**config.mk**
```make
export PLATFORM = sky130hd
export DESIGN_NAME = csr_file
export DESIGN_NICKNAME = d
export VERILOG_FILES = /design/src/source/csr_pkg.sv /design/src/source/csr_counters.sv /design/src/source/csr_trap_unit.sv /design/src/source/csr_pmp_check.sv /design/src/source/csr_file.sv
export VERILOG_INCLUDE_DIRS = /design/src /design/src/source
export SDC_FILE = /design/constraint.sdc
export NUM_CORES = 1
export LEC_CHECK = 0
export ABC_AREA = 1
export ABC_CLOCK_PERIOD_IN_PS = 2860
export BUFFER_PORTS_ARGS = -buffer_cell sky130_fd_sc_hd__buf_4
export CAP_MARGIN = 20
export CORE_MARGIN = 1
export CORE_UTILIZATION = 30
export DETAILED_ROUTE_END_ITERATION = 10
export PLACE_DENSITY_LB_ADDON = 0.1
export SLEW_MARGIN = 20
export SYNTH_ARGS = -nofsm -noshare
export SYNTH_HDL_FRONTEND = slang
export SYNTH_SLANG_ARGS = --single-unit
```
**constraint.sdc**
```tcl
create_clock -name clk_i -period 2.86 [get_ports clk_i]
set_input_delay 0.429 -clock clk_i [delete_from_list [all_inputs] [get_ports clk_i]]
set_output_delay 0.429 -clock clk_i [all_outputs]
set_load 0.03 [all_outputs]
```
**src/source/csr_config.svh**
```systemverilog
`ifndef CSR_CONFIG_SVH
`define CSR_CONFIG_SVH

// implementation id reported through mimpid
`define CSR_MIMPID          32'h0000_0001

// misa: MXL=1 (rv32), extensions I only
`define CSR_MISA_VALUE      32'h4000_0100

// fixed memory map seen by the pmp table, byte addresses
`define PMP_BIOS_BASE       32'h0000_0000
`define PMP_RAM_BASE        32'h1000_0000
`define PMP_VRAM_BASE       32'h2000_0000

// single-word peripherals
`define PMP_SEG_ADDR        32'hFF00_0004 // seven segment display
`define PMP_SW_ADDR         32'hFF00_0008 // switch bank

// size of each of the three memory regions
`define PMP_REGION_SIZE     32'h0000_1000

`endif

```
**src/source/csr_pkg.sv**
```systemverilog
`default_nettype none

package csr_pkg;

    typedef logic [31:0] word_t;
    typedef logic [63:0] dword_t;

    // implemented csr addresses
    typedef enum logic [11:0] {
        CSR_MSTATUS       = 12'h300,
        CSR_MISA          = 12'h301,
        CSR_MIE           = 12'h304,
        CSR_MTVEC         = 12'h305,
        CSR_MCOUNTINHIBIT = 12'h320,
        CSR_MSCRATCH      = 12'h340,
        CSR_MEPC          = 12'h341,
        CSR_MCAUSE        = 12'h342,
        CSR_MIP           = 12'h344,
        CSR_PMPCFG0       = 12'h3A0,
        CSR_PMPCFG1       = 12'h3A1,
        CSR_PMPCFG2       = 12'h3A2,
        CSR_PMPADDR0      = 12'h3B0,
        CSR_PMPADDR1      = 12'h3B1,
        CSR_PMPADDR2      = 12'h3B2,
        CSR_PMPADDR3      = 12'h3B3,
        CSR_PMPADDR4      = 12'h3B4,
        CSR_PMPADDR5      = 12'h3B5,
        CSR_PMPADDR6      = 12'h3B6,
        CSR_PMPADDR7      = 12'h3B7,
        CSR_PMPADDR8      = 12'h3B8,
        CSR_MCYCLE        = 12'hB00,
        CSR_MINSTRET      = 12'hB02,
        CSR_MCYCLEH       = 12'hB80,
        CSR_MINSTRETH     = 12'hB82,
        CSR_CYCLE         = 12'hC00,
        CSR_TIME          = 12'hC01,
        CSR_INSTRET       = 12'hC02,
        CSR_CYCLEH        = 12'hC80,
        CSR_TIMEH         = 12'hC81,
        CSR_INSTRETH      = 12'hC82,
        CSR_MVENDORID     = 12'hF11,
        CSR_MARCHID       = 12'hF12,
        CSR_MIMPID        = 12'hF13,
        CSR_MHARTID       = 12'hF14
    } csr_addr_e;

    typedef enum logic [1:0] {
        MTVEC_DIRECT   = 2'd0,
        MTVEC_VECTORED = 2'd1
    } mtvec_mode_e;

    typedef struct packed {
        logic        is_interrupt;
        logic [30:0] exception_code;
    } mcause_t;

    localparam logic [30:0] INT_M_EXTERNAL = 31'd11; // machine external interrupt

    // bit 2 execute, bit 1 write, bit 0 read, same order as a pmpcfg byte
    typedef logic [2:0] pmp_rwx_t;

    localparam pmp_rwx_t PMP_NONE = 3'b000;
    localparam pmp_rwx_t PMP_R    = 3'b001;
    localparam pmp_rwx_t PMP_W    = 3'b010;
    localparam pmp_rwx_t PMP_X    = 3'b100;

    typedef enum logic [1:0] {
        PMP_OFF   = 2'd0,
        PMP_TOR   = 2'd1,
        PMP_NA4   = 2'd2,
        PMP_NAPOT = 2'd3
    } pmp_mode_e;

endpackage

`default_nettype wire

```
**src/source/csr_counters.sv**
```systemverilog
`timescale 1ns/1ps
`default_nettype none

module csr_counters (
    input  wire logic               clk_i,
    input  wire logic               reset_i,
    input  wire logic               retired_i,       // one instruction retired
    input  wire logic               write_enable_i,
    input  wire csr_pkg::csr_addr_e write_addr_i,
    input  wire csr_pkg::word_t     write_data_i,
    output csr_pkg::dword_t         mcycle_o,
    output csr_pkg::dword_t         time_o,
    output csr_pkg::dword_t         minstret_o,
    output csr_pkg::word_t          mcountinhibit_o
);

    import csr_pkg::*;

    dword_t mcycle_r;
    dword_t time_r;
    dword_t minstret_r;
    word_t  mcountinhibit_r;

    dword_t mcycle_next;
    dword_t time_next;
    dword_t minstret_next;

    // advanced values, the base for half writes too
    always_comb begin
        mcycle_next   = mcountinhibit_r[0] ? mcycle_r : mcycle_r + 64'd1;
        time_next     = time_r + 64'd1;       // time is never inhibited
        minstret_next = minstret_r;
        if (retired_i && !mcountinhibit_r[2]) begin
            minstret_next = minstret_r + 64'd1;
        end
    end

    always_ff @(posedge clk_i) begin
        if (reset_i) begin
            mcycle_r        <= '0;
            time_r          <= '0;
            minstret_r      <= '0;
            mcountinhibit_r <= '0;
        end else begin
            mcycle_r   <= mcycle_next;
            time_r     <= time_next;
            minstret_r <= minstret_next;

            // a half write keeps the other half as already advanced
            if (write_enable_i) begin
                case (write_addr_i)
                    CSR_CYCLE, CSR_MCYCLE:
                        mcycle_r <= {mcycle_next[63:32], write_data_i};
                    CSR_CYCLEH, CSR_MCYCLEH:
                        mcycle_r <= {write_data_i, mcycle_next[31:0]};
                    CSR_TIME:
                        time_r <= {time_next[63:32], write_data_i};
                    CSR_TIMEH:
                        time_r <= {write_data_i, time_next[31:0]};
                    CSR_INSTRET, CSR_MINSTRET:
                        minstret_r <= {minstret_next[63:32], write_data_i};
                    CSR_INSTRETH, CSR_MINSTRETH:
                        minstret_r <= {write_data_i, minstret_next[31:0]};
                    CSR_MCOUNTINHIBIT:
                        mcountinhibit_r <= write_data_i;
                    default: ;
                endcase
            end
        end
    end

    assign mcycle_o        = mcycle_r;
    assign time_o          = time_r;
    assign minstret_o      = minstret_r;
    assign mcountinhibit_o = mcountinhibit_r;

endmodule

`default_nettype wire

```
**src/source/csr_trap_unit.sv**
```systemverilog
`timescale 1ns/1ps
`default_nettype none

module csr_trap_unit (
    input  wire logic               clk_i,
    input  wire logic               reset_i,
    input  wire logic               interrupt_i,     // external interrupt line
    input  wire csr_pkg::word_t     trap_pc_i,
    input  wire csr_pkg::mcause_t   mcause_i,
    input  wire logic               mtrap_i,         // held until accepted
    input  wire logic               mret_i,          // held until accepted
    input  wire logic               jmp_accept_i,
    input  wire logic               write_enable_i,
    input  wire csr_pkg::csr_addr_e write_addr_i,
    input  wire csr_pkg::word_t     write_data_i,
    output csr_pkg::word_t          jmp_addr_o,
    output logic                    jmp_request_o,
    output csr_pkg::word_t          mstatus_o,
    output csr_pkg::word_t          mtvec_o,
    output csr_pkg::word_t          mepc_o,
    output csr_pkg::word_t          mcause_o,
    output csr_pkg::word_t          mie_o,
    output csr_pkg::word_t          mip_o
);

    import csr_pkg::*;

    logic        mie_r;         // mstatus.MIE
    logic        mpie_r;        // mstatus.MPIE
    logic        meie_r;        // mie.MEIE
    word_t       mtvec_r;
    word_t       mepc_r;
    mcause_t     mcause_r;

    logic        irq_pending;
    logic        take_trap;
    logic        take_mret;
    word_t       trap_base;
    mtvec_mode_e mtvec_mode;

    assign irq_pending = interrupt_i && meie_r && mie_r;
    assign take_trap   = jmp_accept_i && (mtrap_i || irq_pending);
    assign take_mret   = jmp_accept_i && mret_i;

    assign trap_base  = {mtvec_r[31:2], 2'b00};
    assign mtvec_mode = mtvec_mode_e'(mtvec_r[1:0]);

    assign jmp_request_o = mtrap_i || mret_i || irq_pending;

    // synchronous traps take priority over a pending interrupt
    always_comb begin
        if (mtrap_i) begin
            jmp_addr_o = trap_base;
        end else if (irq_pending) begin
            if (mtvec_mode == MTVEC_VECTORED) begin
                jmp_addr_o = trap_base + {INT_M_EXTERNAL[29:0], 2'b00}; // base + 44
            end else begin
                jmp_addr_o = trap_base;
            end
        end else if (mret_i) begin
            jmp_addr_o = mepc_r;
        end else begin
            jmp_addr_o = '0;
        end
    end

    // interrupt enable stack where a csr write wins
    always_ff @(posedge clk_i) begin
        if (reset_i) begin
            mie_r  <= 1'b0;
            mpie_r <= 1'b0;
        end else if (write_enable_i && write_addr_i == CSR_MSTATUS) begin
            mie_r  <= write_data_i[3];
            mpie_r <= write_data_i[7];
        end else if (take_trap) begin
            mie_r  <= 1'b0;
            mpie_r <= mie_r;
        end else if (take_mret) begin
            mie_r  <= mpie_r;
            mpie_r <= 1'b1;
        end
    end

    always_ff @(posedge clk_i) begin
        if (reset_i) begin
            mepc_r <= '0;
        end else if (write_enable_i && write_addr_i == CSR_MEPC) begin
            mepc_r <= write_data_i;
        end else if (take_trap) begin
            mepc_r <= trap_pc_i;
        end else if (take_mret) begin
            mepc_r <= '0;
        end
    end

    always_ff @(posedge clk_i) begin
        if (reset_i) begin
            mcause_r <= '0;
        end else if (write_enable_i && write_addr_i == CSR_MCAUSE) begin
            mcause_r <= mcause_t'(write_data_i);
        end else if (take_trap) begin
            if (mtrap_i) begin
                mcause_r <= mcause_i;
            end else begin
                mcause_r <= '{is_interrupt: 1'b1, exception_code: INT_M_EXTERNAL};
            end
        end else if (take_mret) begin
            mcause_r <= '0;
        end
    end

    // registers touched by csr writes only
    always_ff @(posedge clk_i) begin
        if (reset_i) begin
            mtvec_r <= '0;
            meie_r  <= 1'b0;
        end else if (write_enable_i) begin
            if (write_addr_i == CSR_MTVEC) mtvec_r <= write_data_i;
            if (write_addr_i == CSR_MIE) meie_r <= write_data_i[11];
        end
    end

    assign mstatus_o = {24'b0, mpie_r, 3'b0, mie_r, 3'b0};
    assign mtvec_o   = mtvec_r;
    assign mepc_o    = mepc_r;
    assign mcause_o  = mcause_r;
    assign mie_o     = {20'b0, meie_r, 11'b0};
    assign mip_o     = {20'b0, interrupt_i, 11'b0}; // timer and software bits read zero

endmodule

`default_nettype wire

```
**src/source/csr_pmp_check.sv**
```systemverilog
`timescale 1ns/1ps
`default_nettype none

`include "csr_config.svh"

module csr_pmp_check (
    input  wire csr_pkg::word_t lookup1_addr_i,
    input  wire csr_pkg::word_t lookup2_addr_i,
    output csr_pkg::pmp_rwx_t   lookup1_rwx_o,
    output csr_pkg::pmp_rwx_t   lookup2_rwx_o,
    output csr_pkg::word_t      pmpcfg_o [3],
    output csr_pkg::word_t      pmpaddr_o [9]
);

    import csr_pkg::*;

    // locked table, byte addresses; a napot entry ends at the next entry
    localparam word_t ENTRY_ADDR [9] = '{
        (`PMP_BIOS_BASE), (`PMP_BIOS_BASE) + (`PMP_REGION_SIZE),
        (`PMP_RAM_BASE),  (`PMP_RAM_BASE) + (`PMP_REGION_SIZE),
        (`PMP_VRAM_BASE), (`PMP_VRAM_BASE) + (`PMP_REGION_SIZE),
        (`PMP_SEG_ADDR),
        (`PMP_SW_ADDR),
        32'hFFFF_FFFF     // rest of the space, no access
    };

    localparam pmp_rwx_t ENTRY_RWX [9] = '{
        PMP_R | PMP_X, PMP_NONE,
        PMP_R | PMP_W, PMP_NONE,
        PMP_R | PMP_W, PMP_NONE,
        PMP_R | PMP_W,
        PMP_R,
        PMP_NONE
    };

    localparam pmp_mode_e ENTRY_MODE [9] = '{
        PMP_NAPOT, PMP_OFF,
        PMP_NAPOT, PMP_OFF,
        PMP_NAPOT, PMP_OFF,
        PMP_NA4,
        PMP_NA4,
        PMP_TOR
    };

    // lowest matching entry wins, so walk the table top down
    function automatic pmp_rwx_t region_rwx(input word_t addr);
        pmp_rwx_t rwx;
        rwx = PMP_NONE;
        for (int i = 7; i >= 0; i--) begin
            case (ENTRY_MODE[i])
                PMP_NAPOT: if (addr >= ENTRY_ADDR[i] && addr < ENTRY_ADDR[i + 1]) rwx = ENTRY_RWX[i];
                PMP_NA4:   if (addr == ENTRY_ADDR[i]) rwx = ENTRY_RWX[i];
                default: ;
            endcase
        end
        return rwx;
    endfunction

    assign lookup1_rwx_o = region_rwx(lookup1_addr_i);
    assign lookup2_rwx_o = region_rwx(lookup2_addr_i);

    // cfg byte: L, two reserved bits, A, X W R
    always_comb begin
        for (int k = 0; k < 3; k++) begin
            pmpcfg_o[k] = '0;
        end
        for (int i = 0; i < 9; i++) begin
            pmpcfg_o[i / 4][8 * (i % 4) +: 8] = {1'b1, 2'b00, ENTRY_MODE[i], ENTRY_RWX[i]};
            pmpaddr_o[i] = ENTRY_ADDR[i] >> 2; // pmpaddr holds address bits 33:2
        end
    end

endmodule

`default_nettype wire

```
**src/source/csr_file.sv**
```systemverilog
`timescale 1ns/1ps
`default_nettype none

`include "csr_config.svh"

module csr_file (
    input  wire logic               clk_i,
    input  wire logic               reset_i,

    // control
    input  wire logic               retired_i,
    input  wire logic               interrupt_i,
    input  wire csr_pkg::word_t     trap_pc_i,
    input  wire csr_pkg::mcause_t   mcause_i,
    input  wire logic               mtrap_i,
    input  wire logic               mret_i,

    // pipeline redirect
    output csr_pkg::word_t          jmp_addr_o,
    output logic                    jmp_request_o,
    input  wire logic               jmp_accept_i,

    input  wire csr_pkg::csr_addr_e read_addr_i,
    input  wire logic               read_enable_i,
    output csr_pkg::word_t          read_data_o,     // one cycle after the read edge

    input  wire csr_pkg::csr_addr_e write_addr_i,
    input  wire csr_pkg::word_t     write_data_i,
    input  wire logic               write_enable_i,

    input  wire csr_pkg::word_t     lookup1_addr_i,
    output csr_pkg::pmp_rwx_t       lookup1_rwx_o,
    input  wire csr_pkg::word_t     lookup2_addr_i,
    output csr_pkg::pmp_rwx_t       lookup2_rwx_o
);

    import csr_pkg::*;

    word_t  mscratch_r;

    dword_t mcycle;
    dword_t time_cnt;
    dword_t minstret;
    word_t  mcountinhibit;

    word_t  mstatus;
    word_t  mtvec;
    word_t  mepc;
    word_t  mcause;
    word_t  mie;
    word_t  mip;

    word_t  pmpcfg [3];
    word_t  pmpaddr [9];

    csr_counters u_counters (
        .clk_i           (clk_i),
        .reset_i         (reset_i),
        .retired_i       (retired_i),
        .write_enable_i  (write_enable_i),
        .write_addr_i    (write_addr_i),
        .write_data_i    (write_data_i),
        .mcycle_o        (mcycle),
        .time_o          (time_cnt),
        .minstret_o      (minstret),
        .mcountinhibit_o (mcountinhibit)
    );

    csr_trap_unit u_trap_unit (
        .clk_i          (clk_i),
        .reset_i        (reset_i),
        .interrupt_i    (interrupt_i),
        .trap_pc_i      (trap_pc_i),
        .mcause_i       (mcause_i),
        .mtrap_i        (mtrap_i),
        .mret_i         (mret_i),
        .jmp_accept_i   (jmp_accept_i),
        .write_enable_i (write_enable_i),
        .write_addr_i   (write_addr_i),
        .write_data_i   (write_data_i),
        .jmp_addr_o     (jmp_addr_o),
        .jmp_request_o  (jmp_request_o),
        .mstatus_o      (mstatus),
        .mtvec_o        (mtvec),
        .mepc_o         (mepc),
        .mcause_o       (mcause),
        .mie_o          (mie),
        .mip_o          (mip)
    );

    csr_pmp_check u_pmp_check (
        .lookup1_addr_i (lookup1_addr_i),
        .lookup2_addr_i (lookup2_addr_i),
        .lookup1_rwx_o  (lookup1_rwx_o),
        .lookup2_rwx_o  (lookup2_rwx_o),
        .pmpcfg_o       (pmpcfg),
        .pmpaddr_o      (pmpaddr)
    );

    always_ff @(posedge clk_i) begin
        if (reset_i) begin
            mscratch_r <= '0;
        end else if (write_enable_i && write_addr_i == CSR_MSCRATCH) begin
            mscratch_r <= write_data_i;
        end
    end

    // registered read mux, zero when not reading
    always_ff @(posedge clk_i) begin
        if (reset_i || !read_enable_i) begin
            read_data_o <= '0;
        end else begin
            case (read_addr_i)
                CSR_MISA:                 read_data_o <= `CSR_MISA_VALUE;
                CSR_MIMPID:               read_data_o <= `CSR_MIMPID;
                CSR_MVENDORID, CSR_MARCHID, CSR_MHARTID:
                                          read_data_o <= '0;
                CSR_MSTATUS:              read_data_o <= mstatus;
                CSR_MTVEC:                read_data_o <= mtvec;
                CSR_MCOUNTINHIBIT:        read_data_o <= mcountinhibit;
                CSR_MSCRATCH:             read_data_o <= mscratch_r;
                CSR_MCAUSE:               read_data_o <= mcause;
                CSR_MEPC:                 read_data_o <= mepc;
                CSR_MIP:                  read_data_o <= mip;
                CSR_MIE:                  read_data_o <= mie;
                CSR_CYCLE, CSR_MCYCLE:    read_data_o <= mcycle[31:0];
                CSR_CYCLEH, CSR_MCYCLEH:  read_data_o <= mcycle[63:32];
                CSR_TIME:                 read_data_o <= time_cnt[31:0];
                CSR_TIMEH:                read_data_o <= time_cnt[63:32];
                CSR_INSTRET, CSR_MINSTRET:
                                          read_data_o <= minstret[31:0];
                CSR_INSTRETH, CSR_MINSTRETH:
                                          read_data_o <= minstret[63:32];
                CSR_PMPCFG0:              read_data_o <= pmpcfg[0];
                CSR_PMPCFG1:              read_data_o <= pmpcfg[1];
                CSR_PMPCFG2:              read_data_o <= pmpcfg[2];
                CSR_PMPADDR0:             read_data_o <= pmpaddr[0];
                CSR_PMPADDR1:             read_data_o <= pmpaddr[1];
                CSR_PMPADDR2:             read_data_o <= pmpaddr[2];
                CSR_PMPADDR3:             read_data_o <= pmpaddr[3];
                CSR_PMPADDR4:             read_data_o <= pmpaddr[4];
                CSR_PMPADDR5:             read_data_o <= pmpaddr[5];
                CSR_PMPADDR6:             read_data_o <= pmpaddr[6];
                CSR_PMPADDR7:             read_data_o <= pmpaddr[7];
                CSR_PMPADDR8:             read_data_o <= pmpaddr[8];
                default:                  read_data_o <= '0; // unimplemented address
            endcase
        end
    end

endmodule

`default_nettype wire

```
==> summary.txt <==
Critical path
  – Critical Path Most Common Cell: nand2_1
  – Kind of start point of the critical path: flip-flop
  – Number of buffers and inverters on the critical path: 3
  – Crit-path leading delay family: simple AND/OR/NAND/NOR gates
  – Cell type of the slowest stage on the worst timing path: dfxtp_2
  – Critical path arrival: 2.49 ns
  – Kind of capture point of the worst setup path: output port
  – Largest driver fanout on the critical path: 4
  – Largest stage delay on the critical path: 0.34 ns
  – CP Data Required Time: 2.43 ns
  – Sequence of cells on the critical path: inv_2 > nand4_1 > nor2_2 > nand2_1 > nor2_1 > buf_4 > nand3b_1 > nand2_1 > nand3_1 > a22oi_2 > buf_6
  – Kind of critical path: flip-flop to output port

Detailed routing
  – Via count: 30420
  – Final Routed Wirelength: 145900 um
  – 1st-iter DRT viols: 3205
  – 1st-pass router iterations: 6
  – Post-detailed-route DRC marker count: 0
  – Antenna Violating Nets Remaining: 0
  – WL/cell: 26.01 um
  – DR vias/cell: 5.422

Final layout
  – Final design utilization: 37.96%
  – Cell area after layout: 31320 um2
  – Area Growth Syn to Fin: 24.39%
  – Layout cells sized above 1: 14.85%
  – Most frequent cells in the layout: 1108 x nand2_1, 552 x nor2_1, 436 x inv_1
  – Most common library cell in the layout ignoring fill and taps: nand2_1
  – Non-filler instance count after layout: 5610
  – Net count reported at finish: 4695

Logic synthesis
  – Number of synthesized flops with an enable pin: 0
  – Area fraction in and, or, nand and nor cells after synthesis: 38.97%
  – Post-Syn Area per Cell: 6.007 um2
  – Post-synthesis net count: 4388
  – Compound-cell area share of the yosys netlist: 16.75%
  – Post-synth ARST share: 0%
  – Cell Area, Synth: 25170 um2
  – Flip-flop and latch count after synthesis: 387
  – Mux share of post-synthesis cell area: 0%
  – Largest family of logic cells by synthesized area: simple AND/OR/NAND/NOR gates
  – Post-Synth Adder-Cell Area: 0.1988%
  – Seq/Total Area, Yosys: 30.78%
  – Leading register cell type out of synthesis: dfxtp_1
  – Gate count after technology mapping: 4191
  – Yosys warning count: 0
  – Distinct cell type count of the synthesized netlist: 47
  – Parity-gate share of the synthesized area counting xor and xnor cells: 3.201%

Power and ir drop
  – Total leakage power: 12.18 nW
  – Final Power: 13.32 mW
  – Maximum ir drop on the vdd rail: 0.3317 mV
  – Areal power density over the cells: 425.4 nW/um2

Timing
  – Setup violation total in the final timing report: 3
  – Setup slack after layout: -0.05856 ns
  – Final number of hold-violating endpoints: 0
  – Min Tclk post-route: 2.919 ns
  – Tcrit/Tclk final: 102.0%
  – Maximum clock rate: 0.3426 GHz
  – Post-route clock skew: 0.02152 ns
  – Relative max-transition margin: 32.86%
  – Pin slew with the least headroom to its limit: 1.005 ns
  – RSZ-0062 raised after global routing: true
  – Number of max-slew violations in the final report: 0

Min path
  – Path category of the worst min-delay check: input pin to flip-flop

Floorplan
  – Std cell rows: 105
  – Number of placed I/O pins: 264
  – Die Y: 291.7 um
  – Die width: 291.7 um
  – Die outline area: 85080 um2
  – Total core area: 82500 um2
  – Effective utilization at floorplan: 30.51%

Clock tree
  – Clock sink count: 387
  – Hold buffers post-CTS: 0
  – Number of buffers on the longest clock path: 3
  – Clock insertion delay at the later pin of the skew report: 0.62 ns
  – TritonCTS clock tree: built
  – Num CTS Buffers: 50
  – CTS Root Cell: clkbuf_16
  – CTS H-Tree Depth: 2
  – Reg clk slew, reported paths: 0.06 ns

Global routing
  – Global-route usage over all layers: 33.32%
  – Maximum number of pins on one net before global-route repair: 171
  – Via count of the first global-routing pass: 28649
  – Overflow after GRT: 0
  – Antenna violations before repair: 8
  – Global-route wire length before repair: 206700 um

Status
  – Violated checks: negative setup slack
  – Run status: finished with violations

Placed design
  – Placed insts: 5497
  – Placed Instance Area: 29070 um2
  – Post-detail-place hpwl: 113500 um
  – Port bufs: 263
  – Routability congestion estimate from global placement: 1.019
  – Pre-CTS setup slack: 0.2320 ns

Run
  – # Max-Cap Violations: 0
-- synthesized netlist by cell type (47+ instances only) --
library cell	count	share of area, %
inv_1	451	6.7
nand4_1	115	2.9
nand3_1	310	6.2
nor3_1	98	1.9
nor2_1	559	8.3
clkbuf_1	91	1.4
xor2_1	73	2.5
nand2_1	1118	17
o21ai_0	216	4.3
o22ai_1	47	1.2
buf_2	60	1.2
dfxtp_1	387	31
a21oi_1	370	7.4
-- cell type report --
| class | instances | area (um2) |
|---|---|---|
| well taps | 1070 | 1339 |
| repair buffers | 429 | 3513 |
| inverters | 466 | 1757 |
| fillers | 9231 | 51190 |
| diodes | 2 | 5.005 |
| multi-input cells | 3164 | 15220 |
| clock inverters | 22 | 249.0 |
| clock buffers | 70 | 1458 |
| flip-flops and latches | 387 | 7772 |
-- cell families after synthesis --
| group | after synthesis |
|---|---|
| compound gates | 766 |
| xor+xnor | 92 |
| fa+ha+maj | 4 |
| buf+inv | 640 |
| flops | 387 |
| simple gates | 2302 |
-- where the power goes --
group | leakage (nW) | switching (mW) | internal, mW
logic | 8.21 | 0.719 | 0.361
clock network | 0.837 | 2.83 | 3.92
registers | 3.13 | 0.0536 | 5.44
total | 12.2 | 3.60 | 9.72
-- registers in the layout (all words and copies together), names as in the netlist --
| register | cells |
|---|---|
| mscratch_r | 32 |
| read_data_o | 32 |
| u_counters.mcountinhibit_o | 32 |
| u_counters.mcycle_o | 64 |
| u_counters.minstret_o | 64 |
| u_counters.time_o | 64 |
| u_trap_unit.mcause_o | 32 |
| u_trap_unit.meie_r | 1 |
| u_trap_unit.mepc_o | 32 |
| u_trap_unit.mie_r | 1 |
| u_trap_unit.mpie_r | 1 |
| u_trap_unit.mtvec_o | 32 |
-- repair_timing --
| item | in CTS | in global routing |
|---|---|---|
| gates cloned | 0 | 0 |
| pin swaps | 13 | 17 |
| setup buffers | 10 | 9 |
| hold endpoints to repair | 0 | 0 |
| endpoints found under the setup margin | 24 | 24 |
| resized for setup | 61 | 62 |
-- per-layer routing --
| metal | global-route usage (%) | vias to the layer above | routed length [um] |
|---|---|---|---|
| met3 | 4.384 | 239 | 10880 |
| li1 | - | 14360 | - |
| met1 | 43.55 | 14386 | 61290 |
| met4 | 14.01 | 2 | 6630 |
| met2 | 54.89 | 1433 | 67100 |
| met5 | 0 | - | 13 |
-- metrics by stage --
step / TNS [ns] / hold slack [ns]
after floorplan: 0 / 0.4237
after global placement: 0 / 0.4359
after detailed placement: 0 / 0.4384
after CTS: -0.2849 / 0.1132
after global routing: -0.9278 / 0.1366
final: -0.08109 / 0.1303
-- worst min-delay path: stages --
cell      delay (ns)
buf_4           0.13
inv_1           0.07
a211oi_1        0.07
-- final timing paths --
| kind | from | endpoint | slack [ns] | cells past startpoint |
|---|---|---|---|---|
| worst max-delay path | u_trap_unit.mtvec_o[1] | jmp_addr_o[28] | -0.06 | 11 |
| worst min-delay path | write_data_i[16] | mscratch_r[16] | 0.13 | 3 |
| worst max register to register | u_counters.mcountinhibit_o[2] | u_counters.minstret_o[57] | 0.33 | 10 |
| worst min register to register | u_counters.mcountinhibit_o[11] | u_counters.mcountinhibit_o[11] | 0.45 | 2 |
Power figures use the tool's default switching activity.
